`src/mips_isa_pkg.sv`:
```
package mips_isa_pkg;

  localparam int WORD_W = 32;

  typedef logic [WORD_W-1:0] word_t;

  // hi sits in the upper half, same order as {HI, LO}
  typedef struct packed {
    word_t hi;
    word_t lo;
  } hilo_t;

  // multiply/divide class of the ISA
  typedef enum logic [2:0] {
    MDU_MULT  = 3'd0,
    MDU_MULTU = 3'd1,
    MDU_DIV   = 3'd2,
    MDU_DIVU  = 3'd3,
    MDU_MTHI  = 3'd4,
    MDU_MTLO  = 3'd5
  } mdu_op_e;

endpackage

```
`src/mdu_pkg.sv`:
```
package mdu_pkg;

  // one request, opr1 = rs and opr2 = rt
  // for MTHI/MTLO only opr1 counts
  typedef struct packed {
    mips_isa_pkg::mdu_op_e op;
    mips_isa_pkg::word_t   opr1;
    mips_isa_pkg::word_t   opr2;
  } mdu_req_t;

  typedef enum logic [1:0] {
    MDU_IDLE   = 2'd0,
    MDU_RUN    = 2'd1,
    MDU_FINISH = 2'd2
  } mdu_state_e;

  localparam int MDU_ITERS = 32;  // one bit per iteration

  typedef logic [5:0] cnt_t;

endpackage

```
`src/hilo_regs.sv`:
```
module hilo_regs (
  input  bit                  clk,
  input  bit                  arst_n_i,
  input  bit                  hi_we_i,
  input  bit                  lo_we_i,
  input  mips_isa_pkg::hilo_t wdata_i,
  output mips_isa_pkg::hilo_t hilo_o
);
  import mips_isa_pkg::*;

  word_t hi_q;
  word_t lo_q;

  always_ff @(posedge clk or negedge arst_n_i) begin
    if (!arst_n_i) begin
      hi_q <= '0;
    end else if (hi_we_i) begin
      hi_q <= wdata_i.hi;
    end
  end

  always_ff @(posedge clk or negedge arst_n_i) begin
    if (!arst_n_i) begin
      lo_q <= '0;
    end else if (lo_we_i) begin
      lo_q <= wdata_i.lo;
    end
  end

  // read side, stands in for mfhi/mflo
  assign hilo_o = '{hi: hi_q, lo: lo_q};

endmodule

```
`src/mdu_cycle_counter.sv`:
```
module mdu_cycle_counter (
  input  bit clk,
  input  bit arst_n_i,
  input  bit start_i,
  input  bit step_i,
  output bit last_o
);
  import mdu_pkg::*;

  cnt_t cnt_q;

  always_ff @(posedge clk or negedge arst_n_i) begin
    if (!arst_n_i) begin
      cnt_q <= '0;
    end else if (start_i) begin
      cnt_q <= cnt_t'(MDU_ITERS - 1);
    end else if (step_i && (cnt_q != '0)) begin
      cnt_q <= cnt_q - 1'b1;  // holds at zero
    end
  end

  // only looked at while running
  assign last_o = (cnt_q == '0);

endmodule

```
`src/mdu_multiplier.sv`:
```
module mdu_multiplier (
  input  bit                  clk,
  input  bit                  arst_n_i,
  input  bit                  start_i,
  input  bit                  step_i,
  input  bit                  is_signed_i,
  input  mips_isa_pkg::word_t opr1_i,
  input  mips_isa_pkg::word_t opr2_i,
  output mips_isa_pkg::hilo_t res_o
);
  import mips_isa_pkg::*;

  logic                neg_q;
  logic [2*WORD_W-1:0] mcand_q;
  logic [2*WORD_W-1:0] acc_q;
  word_t               mplier_q;
  word_t               abs1;
  word_t               abs2;
  logic [2*WORD_W-1:0] prod;

  assign abs1 = (is_signed_i && opr1_i[WORD_W-1]) ? -opr1_i : opr1_i;
  assign abs2 = (is_signed_i && opr2_i[WORD_W-1]) ? -opr2_i : opr2_i;

  always_ff @(posedge clk or negedge arst_n_i) begin
    if (!arst_n_i) begin
      neg_q <= 1'b0;
    end else if (start_i) begin
      neg_q <= is_signed_i && (opr1_i[WORD_W-1] ^ opr2_i[WORD_W-1]);
    end
  end

  // shift-add on magnitudes, multiplier lsb first
  always_ff @(posedge clk) begin
    if (start_i) begin
      mcand_q  <= {{WORD_W{1'b0}}, abs1};
      mplier_q <= abs2;
      acc_q    <= '0;
    end else if (step_i) begin
      if (mplier_q[0]) begin
        acc_q <= acc_q + mcand_q;
      end
      mcand_q  <= mcand_q << 1;
      mplier_q <= mplier_q >> 1;
    end
  end

  assign prod = neg_q ? -acc_q : acc_q;
  assign res_o = '{hi: prod[2*WORD_W-1:WORD_W], lo: prod[WORD_W-1:0]};

endmodule

```
`src/mdu_divider.sv`:
```
module mdu_divider (
  input  bit                  clk,
  input  bit                  arst_n_i,
  input  bit                  start_i,
  input  bit                  step_i,
  input  bit                  is_signed_i,
  input  mips_isa_pkg::word_t opr1_i,
  input  mips_isa_pkg::word_t opr2_i,
  output mips_isa_pkg::hilo_t res_o
);
  import mips_isa_pkg::*;

  logic              quo_neg_q;
  logic              rem_neg_q;
  word_t             quo_q;  // dividend shifts out as quotient shifts in
  word_t             rem_q;
  word_t             dsor_q;
  word_t             abs1;
  word_t             abs2;
  logic [WORD_W:0]   rem_sh;
  logic [WORD_W+1:0] diff;
  word_t             quo_out;
  word_t             rem_out;

  assign abs1 = (is_signed_i && opr1_i[WORD_W-1]) ? -opr1_i : opr1_i;
  assign abs2 = (is_signed_i && opr2_i[WORD_W-1]) ? -opr2_i : opr2_i;

  always_ff @(posedge clk or negedge arst_n_i) begin
    if (!arst_n_i) begin
      quo_neg_q <= 1'b0;
      rem_neg_q <= 1'b0;
    end else if (start_i) begin
      quo_neg_q <= is_signed_i && (opr1_i[WORD_W-1] ^ opr2_i[WORD_W-1]);
      rem_neg_q <= is_signed_i && opr1_i[WORD_W-1];  // follows dividend
    end
  end

  assign rem_sh = {rem_q, quo_q[WORD_W-1]};
  assign diff   = {1'b0, rem_sh} - {2'b00, dsor_q};

  // restoring step, keep the difference only when it is not negative
  always_ff @(posedge clk) begin
    if (start_i) begin
      quo_q  <= abs1;
      rem_q  <= '0;
      dsor_q <= abs2;
    end else if (step_i) begin
      if (!diff[WORD_W+1]) begin
        rem_q <= diff[WORD_W-1:0];
        quo_q <= {quo_q[WORD_W-2:0], 1'b1};
      end else begin
        rem_q <= rem_sh[WORD_W-1:0];
        quo_q <= {quo_q[WORD_W-2:0], 1'b0};
      end
    end
  end

  assign quo_out = quo_neg_q ? -quo_q : quo_q;
  assign rem_out = rem_neg_q ? -rem_q : rem_q;
  assign res_o   = '{hi: rem_out, lo: quo_out};

endmodule

```
`src/mdu_ctrl.sv`:
```
module mdu_ctrl (
  input  bit                  clk,
  input  bit                  arst_n_i,
  input  bit                  req_valid_i,
  input  mdu_pkg::mdu_req_t   req_i,
  input  bit                  flush_i,
  input  bit                  last_i,
  input  mips_isa_pkg::hilo_t mul_res_i,
  input  mips_isa_pkg::hilo_t div_res_i,
  output bit                  cnt_start_o,
  output bit                  mul_start_o,
  output bit                  div_start_o,
  output bit                  step_o,
  output bit                  is_signed_o,
  output mips_isa_pkg::word_t opr1_o,
  output mips_isa_pkg::word_t opr2_o,
  output bit                  hi_we_o,
  output bit                  lo_we_o,
  output mips_isa_pkg::hilo_t hilo_wdata_o,
  output bit                  busy_o,
  output bit                  done_o
);
  import mips_isa_pkg::*;
  import mdu_pkg::*;

  mdu_state_e state_q;
  mdu_state_e state_d;
  mdu_op_e    op_q;
  logic       div_zero_q;
  logic       done_q;
  logic       accept;
  logic       is_mul;
  logic       is_div;
  logic       is_mt;
  logic       commit;

  assign accept = req_valid_i && (state_q == MDU_IDLE) && !flush_i;
  assign is_mul = req_i.op inside {MDU_MULT, MDU_MULTU};
  assign is_div = req_i.op inside {MDU_DIV, MDU_DIVU};
  assign is_mt  = req_i.op inside {MDU_MTHI, MDU_MTLO};

  assign cnt_start_o = accept && (is_mul || is_div);
  assign mul_start_o = accept && is_mul;
  assign div_start_o = accept && is_div;
  assign step_o      = (state_q == MDU_RUN);
  assign is_signed_o = req_i.op inside {MDU_MULT, MDU_DIV};
  assign opr1_o      = req_i.opr1;
  assign opr2_o      = req_i.opr2;

  // a flush in the finish cycle still cancels the write
  assign commit = (state_q == MDU_FINISH) && !flush_i && !div_zero_q;

  always_comb begin
    hi_we_o      = commit;
    lo_we_o      = commit;
    hilo_wdata_o = (op_q inside {MDU_MULT, MDU_MULTU}) ? mul_res_i : div_res_i;
    if (accept && is_mt) begin  // direct moves, only the named half
      hi_we_o      = (req_i.op == MDU_MTHI);
      lo_we_o      = (req_i.op == MDU_MTLO);
      hilo_wdata_o = '{hi: req_i.opr1, lo: req_i.opr1};
    end
  end

  always_comb begin
    state_d = state_q;
    case (state_q)
      MDU_IDLE: begin
        if (accept && !is_mt) state_d = MDU_RUN;
      end
      MDU_RUN: begin
        if (flush_i) state_d = MDU_IDLE;
        else if (last_i) state_d = MDU_FINISH;  // 32nd step happens on this edge
      end
      MDU_FINISH: state_d = MDU_IDLE;
      default:    state_d = MDU_IDLE;
    endcase
  end

  always_ff @(posedge clk or negedge arst_n_i) begin
    if (!arst_n_i) begin
      state_q    <= MDU_IDLE;
      op_q       <= MDU_MULT;
      div_zero_q <= 1'b0;
      done_q     <= 1'b0;
    end else begin
      state_q <= state_d;
      if (accept && !is_mt) begin
        op_q       <= req_i.op;
        div_zero_q <= is_div && (req_i.opr2 == '0);
      end
      done_q <= (accept && is_mt) || ((state_q == MDU_FINISH) && !flush_i);
    end
  end

  assign busy_o = (state_q != MDU_IDLE);
  assign done_o = done_q;

endmodule

```
`src/mdu_top.sv`:
```
module mdu_top (
  input  bit                  clk,
  input  bit                  arst_n_i,
  input  bit                  req_valid_i,
  input  mdu_pkg::mdu_req_t   req_i,
  input  bit                  flush_i,
  output mips_isa_pkg::hilo_t hilo_o,
  output bit                  busy_o,
  output bit                  done_o
);
  import mips_isa_pkg::*;

  logic  cnt_start;
  logic  last;
  logic  mul_start;
  logic  div_start;
  logic  step;
  logic  is_signed;
  word_t opr1;
  word_t opr2;
  hilo_t mul_res;
  hilo_t div_res;
  logic  hi_we;
  logic  lo_we;
  hilo_t hilo_wdata;

  mdu_ctrl u_ctrl (
    .clk          (clk),
    .arst_n_i     (arst_n_i),
    .req_valid_i  (req_valid_i),
    .req_i        (req_i),
    .flush_i      (flush_i),
    .last_i       (last),
    .mul_res_i    (mul_res),
    .div_res_i    (div_res),
    .cnt_start_o  (cnt_start),
    .mul_start_o  (mul_start),
    .div_start_o  (div_start),
    .step_o       (step),
    .is_signed_o  (is_signed),
    .opr1_o       (opr1),
    .opr2_o       (opr2),
    .hi_we_o      (hi_we),
    .lo_we_o      (lo_we),
    .hilo_wdata_o (hilo_wdata),
    .busy_o       (busy_o),
    .done_o       (done_o)
  );

  mdu_cycle_counter u_cnt (
    .clk      (clk),
    .arst_n_i (arst_n_i),
    .start_i  (cnt_start),
    .step_i   (step),
    .last_o   (last)
  );

  // both step together, only one of them was started
  mdu_multiplier u_mul (
    .clk         (clk),
    .arst_n_i    (arst_n_i),
    .start_i     (mul_start),
    .step_i      (step),
    .is_signed_i (is_signed),
    .opr1_i      (opr1),
    .opr2_i      (opr2),
    .res_o       (mul_res)
  );

  mdu_divider u_div (
    .clk         (clk),
    .arst_n_i    (arst_n_i),
    .start_i     (div_start),
    .step_i      (step),
    .is_signed_i (is_signed),
    .opr1_i      (opr1),
    .opr2_i      (opr2),
    .res_o       (div_res)
  );

  hilo_regs u_hilo (
    .clk      (clk),
    .arst_n_i (arst_n_i),
    .hi_we_i  (hi_we),
    .lo_we_i  (lo_we),
    .wdata_i  (hilo_wdata),
    .hilo_o   (hilo_o)
  );

endmodule

```
`config.mk`:
```
export PLATFORM = sky130hd
export DESIGN_NAME = mdu_top
export DESIGN_NICKNAME = d
export VERILOG_FILES = /design/src/mips_isa_pkg.sv /design/src/mdu_pkg.sv /design/src/hilo_regs.sv /design/src/mdu_cycle_counter.sv /design/src/mdu_multiplier.sv /design/src/mdu_divider.sv /design/src/mdu_ctrl.sv /design/src/mdu_top.sv
export SDC_FILE = /design/constraint.sdc
export NUM_CORES = 1
export LEC_CHECK = 0
export BUFFER_PORTS_ARGS = -buffer_cell sky130_fd_sc_hd__buf_4
export CAP_MARGIN = 20
export CORE_ASPECT_RATIO = 0.6
export CORE_UTILIZATION = 25
export CTS_CLUSTER_DIAMETER = 30
export DETAILED_ROUTE_END_ITERATION = 16
export PLACE_DENSITY = 0.52
export SLEW_MARGIN = 25
export SYNTH_ARGS = -nofsm -noshare
export SYNTH_HDL_FRONTEND = slang
export SYNTH_SLANG_ARGS = --single-unit
```
`constraint.sdc`:
```
create_clock -name clk -period 4.4 [get_ports clk]
set_input_delay 0.88 -clock clk [delete_from_list [all_inputs] [get_ports clk]]
set_output_delay 0.88 -clock clk [all_outputs]
set_load 0.01 [all_outputs]
```
==> results of run 1 <==
per-stage QoR:
stage               hold WS, ps  cell area [um2]  utilization, %  setup slack [ps]
finish                      284            27200            30.3               207
CTS                         304            27200            30.3               341
global route                334            27200            30.3              63.8
global placement            459            25200            28.1               348
floorplan                   445            22600               -               491
detailed placement          466            25200            28.1               316
worst paths after layout:
path / to / slack, ps / start / depth (start not counted)
worst max-delay path: u_mul.acc_q[56] / 210 / u_mul.mcand_q[0] / 14
worst min-delay path: u_hilo.lo_q[9] / 280 / arst_n_i / 1
worst max register to register: u_mul.acc_q[56] / 210 / u_mul.mcand_q[0] / 14
worst min register to register: u_mul.mcand_q[41] / 470 / u_mul.mcand_q[40] / 2
max in group asynchronous: u_ctrl.div_zero_q / 3280 / arst_n_i / 2
min in group clk: u_ctrl.state_q[1] / 430 / flush_i / 2
cell usage after synthesis (50+ instances only):
cell | count | area [um2]
a21oi_1 | 242 | 1210
clkbuf_1 | 138 | 518
dfxtp_1 | 128 | 2560
nor2_1 | 185 | 694
o21ai_0 | 231 | 1160
inv_1 | 65 | 244
a21o_1 | 63 | 473
dfrtp_1 | 79 | 1980
xor2_1 | 123 | 1080
nand2_1 | 540 | 2030
ha_1 | 102 | 1280
xnor2_1 | 143 | 1250
edfxtp_1 | 128 | 3840
a31oi_1 | 50 | 313
cell type report:
type | count | share of cell area, %
Timing Repair Buffer | 201 | 5.78
Sequential cell | 335 | 30.8
Inverter | 66 | 0.911
Antenna cell | 5 | 0.0460
Multi-Input combinational cell | 2213 | 49.5
Clock inverter | 40 | 1.42
Tap cell | 1218 | 5.60
Clock buffer | 73 | 5.96
flip-flops by register name, indices dropped and copies added, names as in the netlist:
register / flops
u_mul.acc_q: 64
u_mul.mcand_q: 64
u_div.dsor_q: 32
u_div.quo_q: 32
u_div.rem_q: 32
u_hilo.hi_q: 32
u_hilo.lo_q: 32
u_mul.mplier_q: 32
u_cnt.cnt_q: 6
u_ctrl.op_q: 2
u_ctrl.state_q: 2
u_ctrl.div_zero_q: 1
u_ctrl.done_o: 1
u_div.quo_neg_q: 1
u_div.rem_neg_q: 1
u_mul.neg_q: 1
metal layers:
layer  vias up  wire length (um)
li1      10178                 -
met1      9930             41800
met5         -                 0
met2       737             30000
met4         0              1150
met3        83              9100
worst max-delay path: cells and delay by family (launching register included):
family | cells | cell delay [ps]
flip-flops | 1 | 390
buffers and inverters | 1 | 180
AO/OA/AOI/OAI | 9 | 2480
adder cells (fa/ha/maj) | 2 | 670
AND/OR/NAND/NOR | 1 | 140
multiplexers | 1 | 170
cells by family (layout without fill, tap and decap cells):
family / after synthesis / count (layout)
compound gates: 832 / 832
xor+xnor: 266 / 266
fa+ha+maj: 104 / 104
buf+inv: 222 / 380
flops: 335 / 335
mux: 6 / 6
other cells: 0 / 5
simple gates: 1005 / 1005
report_power, final:
part | internal (W) | leakage [nW] | switching, W
sequential | 0.00433 | 3.19 | 0.00132
clock | 0.00284 | 0.984 | 0.00185
combinational | 0.00364 | 6.81 | 0.00534
==> results.ini, run 1 <==
[timing]
setup_viol = 0
rsz0062_at_grt = false
period_share_pct = 95.3
finalHoldViolCount = 0
fin_skew_ps = 48.3
maxSlewHeadroom_pct = 30.0
fin_setup_tns_ps = 0
drv_slew = 0
worst_pin_slew_ps = 1040
period_minus_slack_ps = 4190
clock.fmax_ghz = 0.239

[floorplanning]
rows = 85
start_util_pct = 25.2
core_um2 = 89700
die_y_um = 235
dieArea_um2 = 91700
io_pins = 137
fp.dieW_um = 390

[grt]
antenna_found_initial = 5
use_met1_pct = 27.9
grt_pass1_wl_mm = 124
grt_max_degree = 81
grt_pass1_vias = 19124
grt_util_met3_pct = 6.13
grt_overflow = 0
grt_busiest_layer = met1
grtUsageTotal_pct = 17.5
use_met2_pct = 21.8

[final_layout]
multi_input_comb_area_um2 = 13500
areaGrowthSynthToFinish_pct = 20.3
fillerInstances = 9598
drive_above_1_share_pct = 12.3
fin_cells = 4151
nets = 3052
final_cell_mix = 537 x nand2_1, 241 x a21oi_1, 231 x o21ai_0
final_common_cell = nand2_1
final-seq-area_um2 = 8380

[logic_synthesis]
synth_top_family_by_area = compound AO/OA/AOI/OAI gates
async_flop_share_pct = 23.6
synth.area.mux_share_pct = 0.266
synth-seq-cells = 335
netlist_instances = 2770
synth_compound_area_share_pct = 22.8
syn_avg_cell_area_um2 = 8.16
ys_seq_area_share_pct = 37.1
synth_edf_count = 128
yosys_most_used_dff = edfxtp_1
synth_area_um2 = 22600
synth_xor_area_share_pct = 10.3
ys_types = 77
ys_warn_count = 0
synthAdderAreaFrac_pct = 5.82
syn_nets = 2945
synth-simple-area-share_pct = 20.0

[clock_network]
ctsHoldBuffers = 0
insertion_delay_ps = 640
cts_tree = done
cts_buffer_depth = 3
htree_levels = 2
numClockSinks = 335
root_buffer = clkbuf_16
ctsResizeCount = 0
cts_buffers = 60
post_cts_buffers = 0
clk_pin_slew_worst_paths_ps = 60

[worst_setup_path]
worstSetupEndpointType = flip-flop
crit_type = reg2reg
path_cells = ha_1 -> fa_1 -> a211oi_1 -> nor2_1 -> o221ai_1 -> o21ai_0 -> a41oi_1 -> o31ai_1 -> buf_4 -> a31oi_1 -> o21a_1 -> a21o_1 -> mux2i_1 -> o311ai_0
worst_setup_path_start_kind = flip-flop
slowest_stage = a41oi_1
cp_slowest_stage_delay_ps = 490
required_ps = 4870
arrival_ps = 4670
crit_path_max_fanout = 4

[detailed_routing]
via_per_inst = 5.04
drt-initial-drc-count = 2223
via_count = 20928
drt_wl_total_mm = 82.1
firstDrtPassIters = 6
drc = 0
ant_nets = 0
wl_per_cell_um = 19.8

[placed_design]
place.gp.congestion = 0.893
placed_cells = 4033
hpwl_mm = 62.2
io_buffers = 136

[power]
power_density_nw_per_um2 = 710
power.leakage_nw = 11.0
ir_drop_v = 0.000320
total_power_w = 0.0193

[min_path]
hold_class = in2async

[run]
drv_cap = 0

[run_status]
status = completed

Note: power is estimated with default switching activity, not from simulation.
==> inputs of run 2 (changes only) <==
- CTS_BUF_LIST: unset -> sky130_fd_sc_hd__clkbuf_8
- RECOVER_POWER: unset -> 25
- SLEW_MARGIN: 25 -> 20
==> run 2 against run 1 <==
Against the previous run: the flow now finishes with violations (capacitance limit, slew limit); clock skew shrank 16 ps; sequential share of layout area grew 0.88 points; maximum frequency is essentially flat; highest routed layer is now met5.
==> results.ini, run 2 (synthesis results as in run 1) <==
[run_status]
status = complete, but fails checks
violations = capacitance limit, slew limit

[floorplanning]
start_util_pct = 25.2  ; unchanged
dieArea_um2 = 91700  ; unchanged
die_y_um = 235  ; unchanged
io_pins = 137  ; unchanged
rows = 85  ; unchanged
core_um2 = 89700  ; unchanged
fp.dieW_um = 390  ; unchanged

[final_layout]
areaGrowthSynthToFinish_pct = 17.0
final_common_cell = nand2_1
top_regs = u_mul.acc_q: 64 flops, u_mul.mcand_q: 64 flops
fin_cells = 4161  ; +0.24%
fillerInstances = 9745  ; +1.5%
final_cell_mix = 537 x nand2_1, 241 x a21oi_1, 231 x o21ai_0
drive_above_1_share_pct = 10.4  ; -1.9 points
nets = 3061  ; +0.29%

[power]
power.leakage_nw = 10.6  ; -3.7%
ir_drop_v = 0.000277  ; -14%
p_seq_share_pct = 31.3  ; +2.0 points
p_sw_share_pct = 45.9  ; +1.9 points
power_density_nw_per_um2 = 683  ; -3.7%
p_int_w = 0.00977  ; -9.6%
p_switching_w = 0.00830  ; -2.4%
comb_power_share_pct = 48.6  ; +2.1 points
power_frac_clock_pct = 20.1  ; -4.2 points

[clock_network]
cts_buffers = 69  ; +15%
post_cts_buffers = 0  ; unchanged
root_buffer = clkbuf_8
numClockSinks = 335  ; unchanged
htree_levels = 3  ; +1
cts_buffer_depth = 3  ; unchanged
insertion_delay_ps = 690  ; +50 ps
cts_tree = done
clk_pin_slew_worst_paths_ps = 70  ; about the same

[worst_setup_path]
crit_path_max_fanout = 7  ; +3
worst_setup_path_start_kind = flip-flop
worstSetupEndpointType = flip-flop
arrival_ps = 4780  ; +110 ps
required_ps = 4990  ; +120 ps
crit_type = reg2reg

[timing]
clock.fmax_ghz = 0.239  ; about the same
finalHoldViolCount = 0  ; unchanged
period_share_pct = 95.2  ; about the same
setup_viol = 0  ; unchanged
period_minus_slack_ps = 4190  ; -2.94 ps
rsz0062_at_grt = false
worst_pin_slew_ps = 3250  ; +2210 ps
drv_slew = 135  ; +135
maxSlewHeadroom_pct = -117  ; -150 points
fin_setup_tns_ps = 0  ; unchanged
fin_hold_ws_ps = 383  ; +98.7 ps
fin_skew_ps = 32.8  ; -15.6 ps

[detailed_routing]
drt_wl_total_mm = 82.3  ; +0.24%
ant_nets = 0  ; unchanged
via_per_inst = 5.05  ; +0.26%
drc = 0  ; unchanged
drt-initial-drc-count = 2126  ; -4.4%
wl_per_cell_um = 19.8  ; about the same
via_count = 21033  ; +0.50%
firstDrtPassIters = 6  ; unchanged

[grt]
grt_pass1_wl_mm = 124  ; -0.20%
grt_max_degree = 81  ; unchanged
grt_pass1_vias = 19139  ; +0.078%
antenna_found_initial = 5  ; unchanged
grt_overflow = 0  ; unchanged
grtUsageTotal_pct = 17.6  ; +0.10 points

[min_path]
hold_class = in2reg

[placed_design]
io_buffers = 136  ; unchanged
hpwl_mm = 62.2  ; unchanged
placed_cells = 4033  ; unchanged
place.gp.congestion = 0.893  ; unchanged

[run]
drv_cap = 3  ; +3

## run 2: cell count changes in the layout (fill, tap and decap cells not counted), moves of 8 or more
cell       before  now
buf_4         196  135
clkbuf_1        7   61
clkbuf_16      61    0
clkbuf_8        5   77
clkinv_2        4   12
inv_1          65   77
inv_6          11    1
## run 2: metrics by stage
| step | cell area [um2] | power [W] | utilization (%) | setup WS [ps] |
|---|---|---|---|---|
| CTS | 26700 | 0.0182 | 29.8 | 353 |
| finish | 26400 | 0.0181 | 29.5 | 210 |
| global route | 26400 | 0.0193 | 29.5 | 83.5 |
| detailed placement | 25200 | 0.0145 | 28.1 | 316 |
| floorplan | 22600 | 0.0112 | - | 491 |
| global placement | 25200 | 0.0145 | 28.1 | 348 |
## run 2: critical path, stage by stage (launching register included)
cell and delay (ps):
dfxtp_1 380, or4_4 590, nor4_1 650, nand4b_1 230, o41a_1 450, a21oi_1 480
nand2_1 120, xor2_1 170, nand2_1 60, o21ai_0 420, nand2_1 280, a31oi_1 270
## run 2: layout make-up
type	instances	area, um2	share of cell area [%]
flip-flops and latches	335	8380	31.7
multi-input cells	2213	13500	50.9
well taps	1218	1520	5.76
clock inverters	50	438	1.66
repair buffers	201	1340	5.08
clock buffers	77	1060	4.01
inverters	66	248	0.937
diodes	1	2.50	0.00946
## run 2: path summary, 6_finish.rpt
kind	slack (ps)	to	startpoint	depth (start not counted)
worst max-delay path	210	u_hilo.hi_q[12]	u_mul.acc_q[8]	11
worst min-delay path	380	u_ctrl.state_q[1]	flush_i	2
worst max register to register	210	u_hilo.hi_q[12]	u_mul.acc_q[8]	11
worst min register to register	480	u_mul.mcand_q[55]	u_mul.mcand_q[55]	2
max in group asynchronous	970	u_hilo.lo_q[13]	arst_n_i	2
min in group asynchronous	1270	u_hilo.lo_q[2]	arst_n_i	1
## run 2: power by group through the flow
| stage | logic [W] | registers, W | clock network (W) |
|---|---|---|---|
| floorplan | 0.00588 | 0.00531 | 0 |
| global placement | 0.00880 | 0.00566 | 0 |
| detailed placement | 0.00880 | 0.00566 | 0 |
| CTS | 0.00884 | 0.00561 | 0.00373 |
| global route | 0.00967 | 0.00577 | 0.00386 |
| finish | 0.00878 | 0.00565 | 0.00364 |
## run 2: repair_timing
action / 4_1_cts / 5_1_grt
hold buffers: 0 / 0
endpoints found under the setup margin: 0 / 1
resized for setup: 0 / 1
## run 2: routing by layer
metal  vias up  global-route usage, %  wire [um]
met1      9991                   28.1      42500
met2       781                   21.9      30300
li1      10177                      -          -
met4         2                   3.65       1060
met3        82                   5.82       8510
met5         -                      0         13
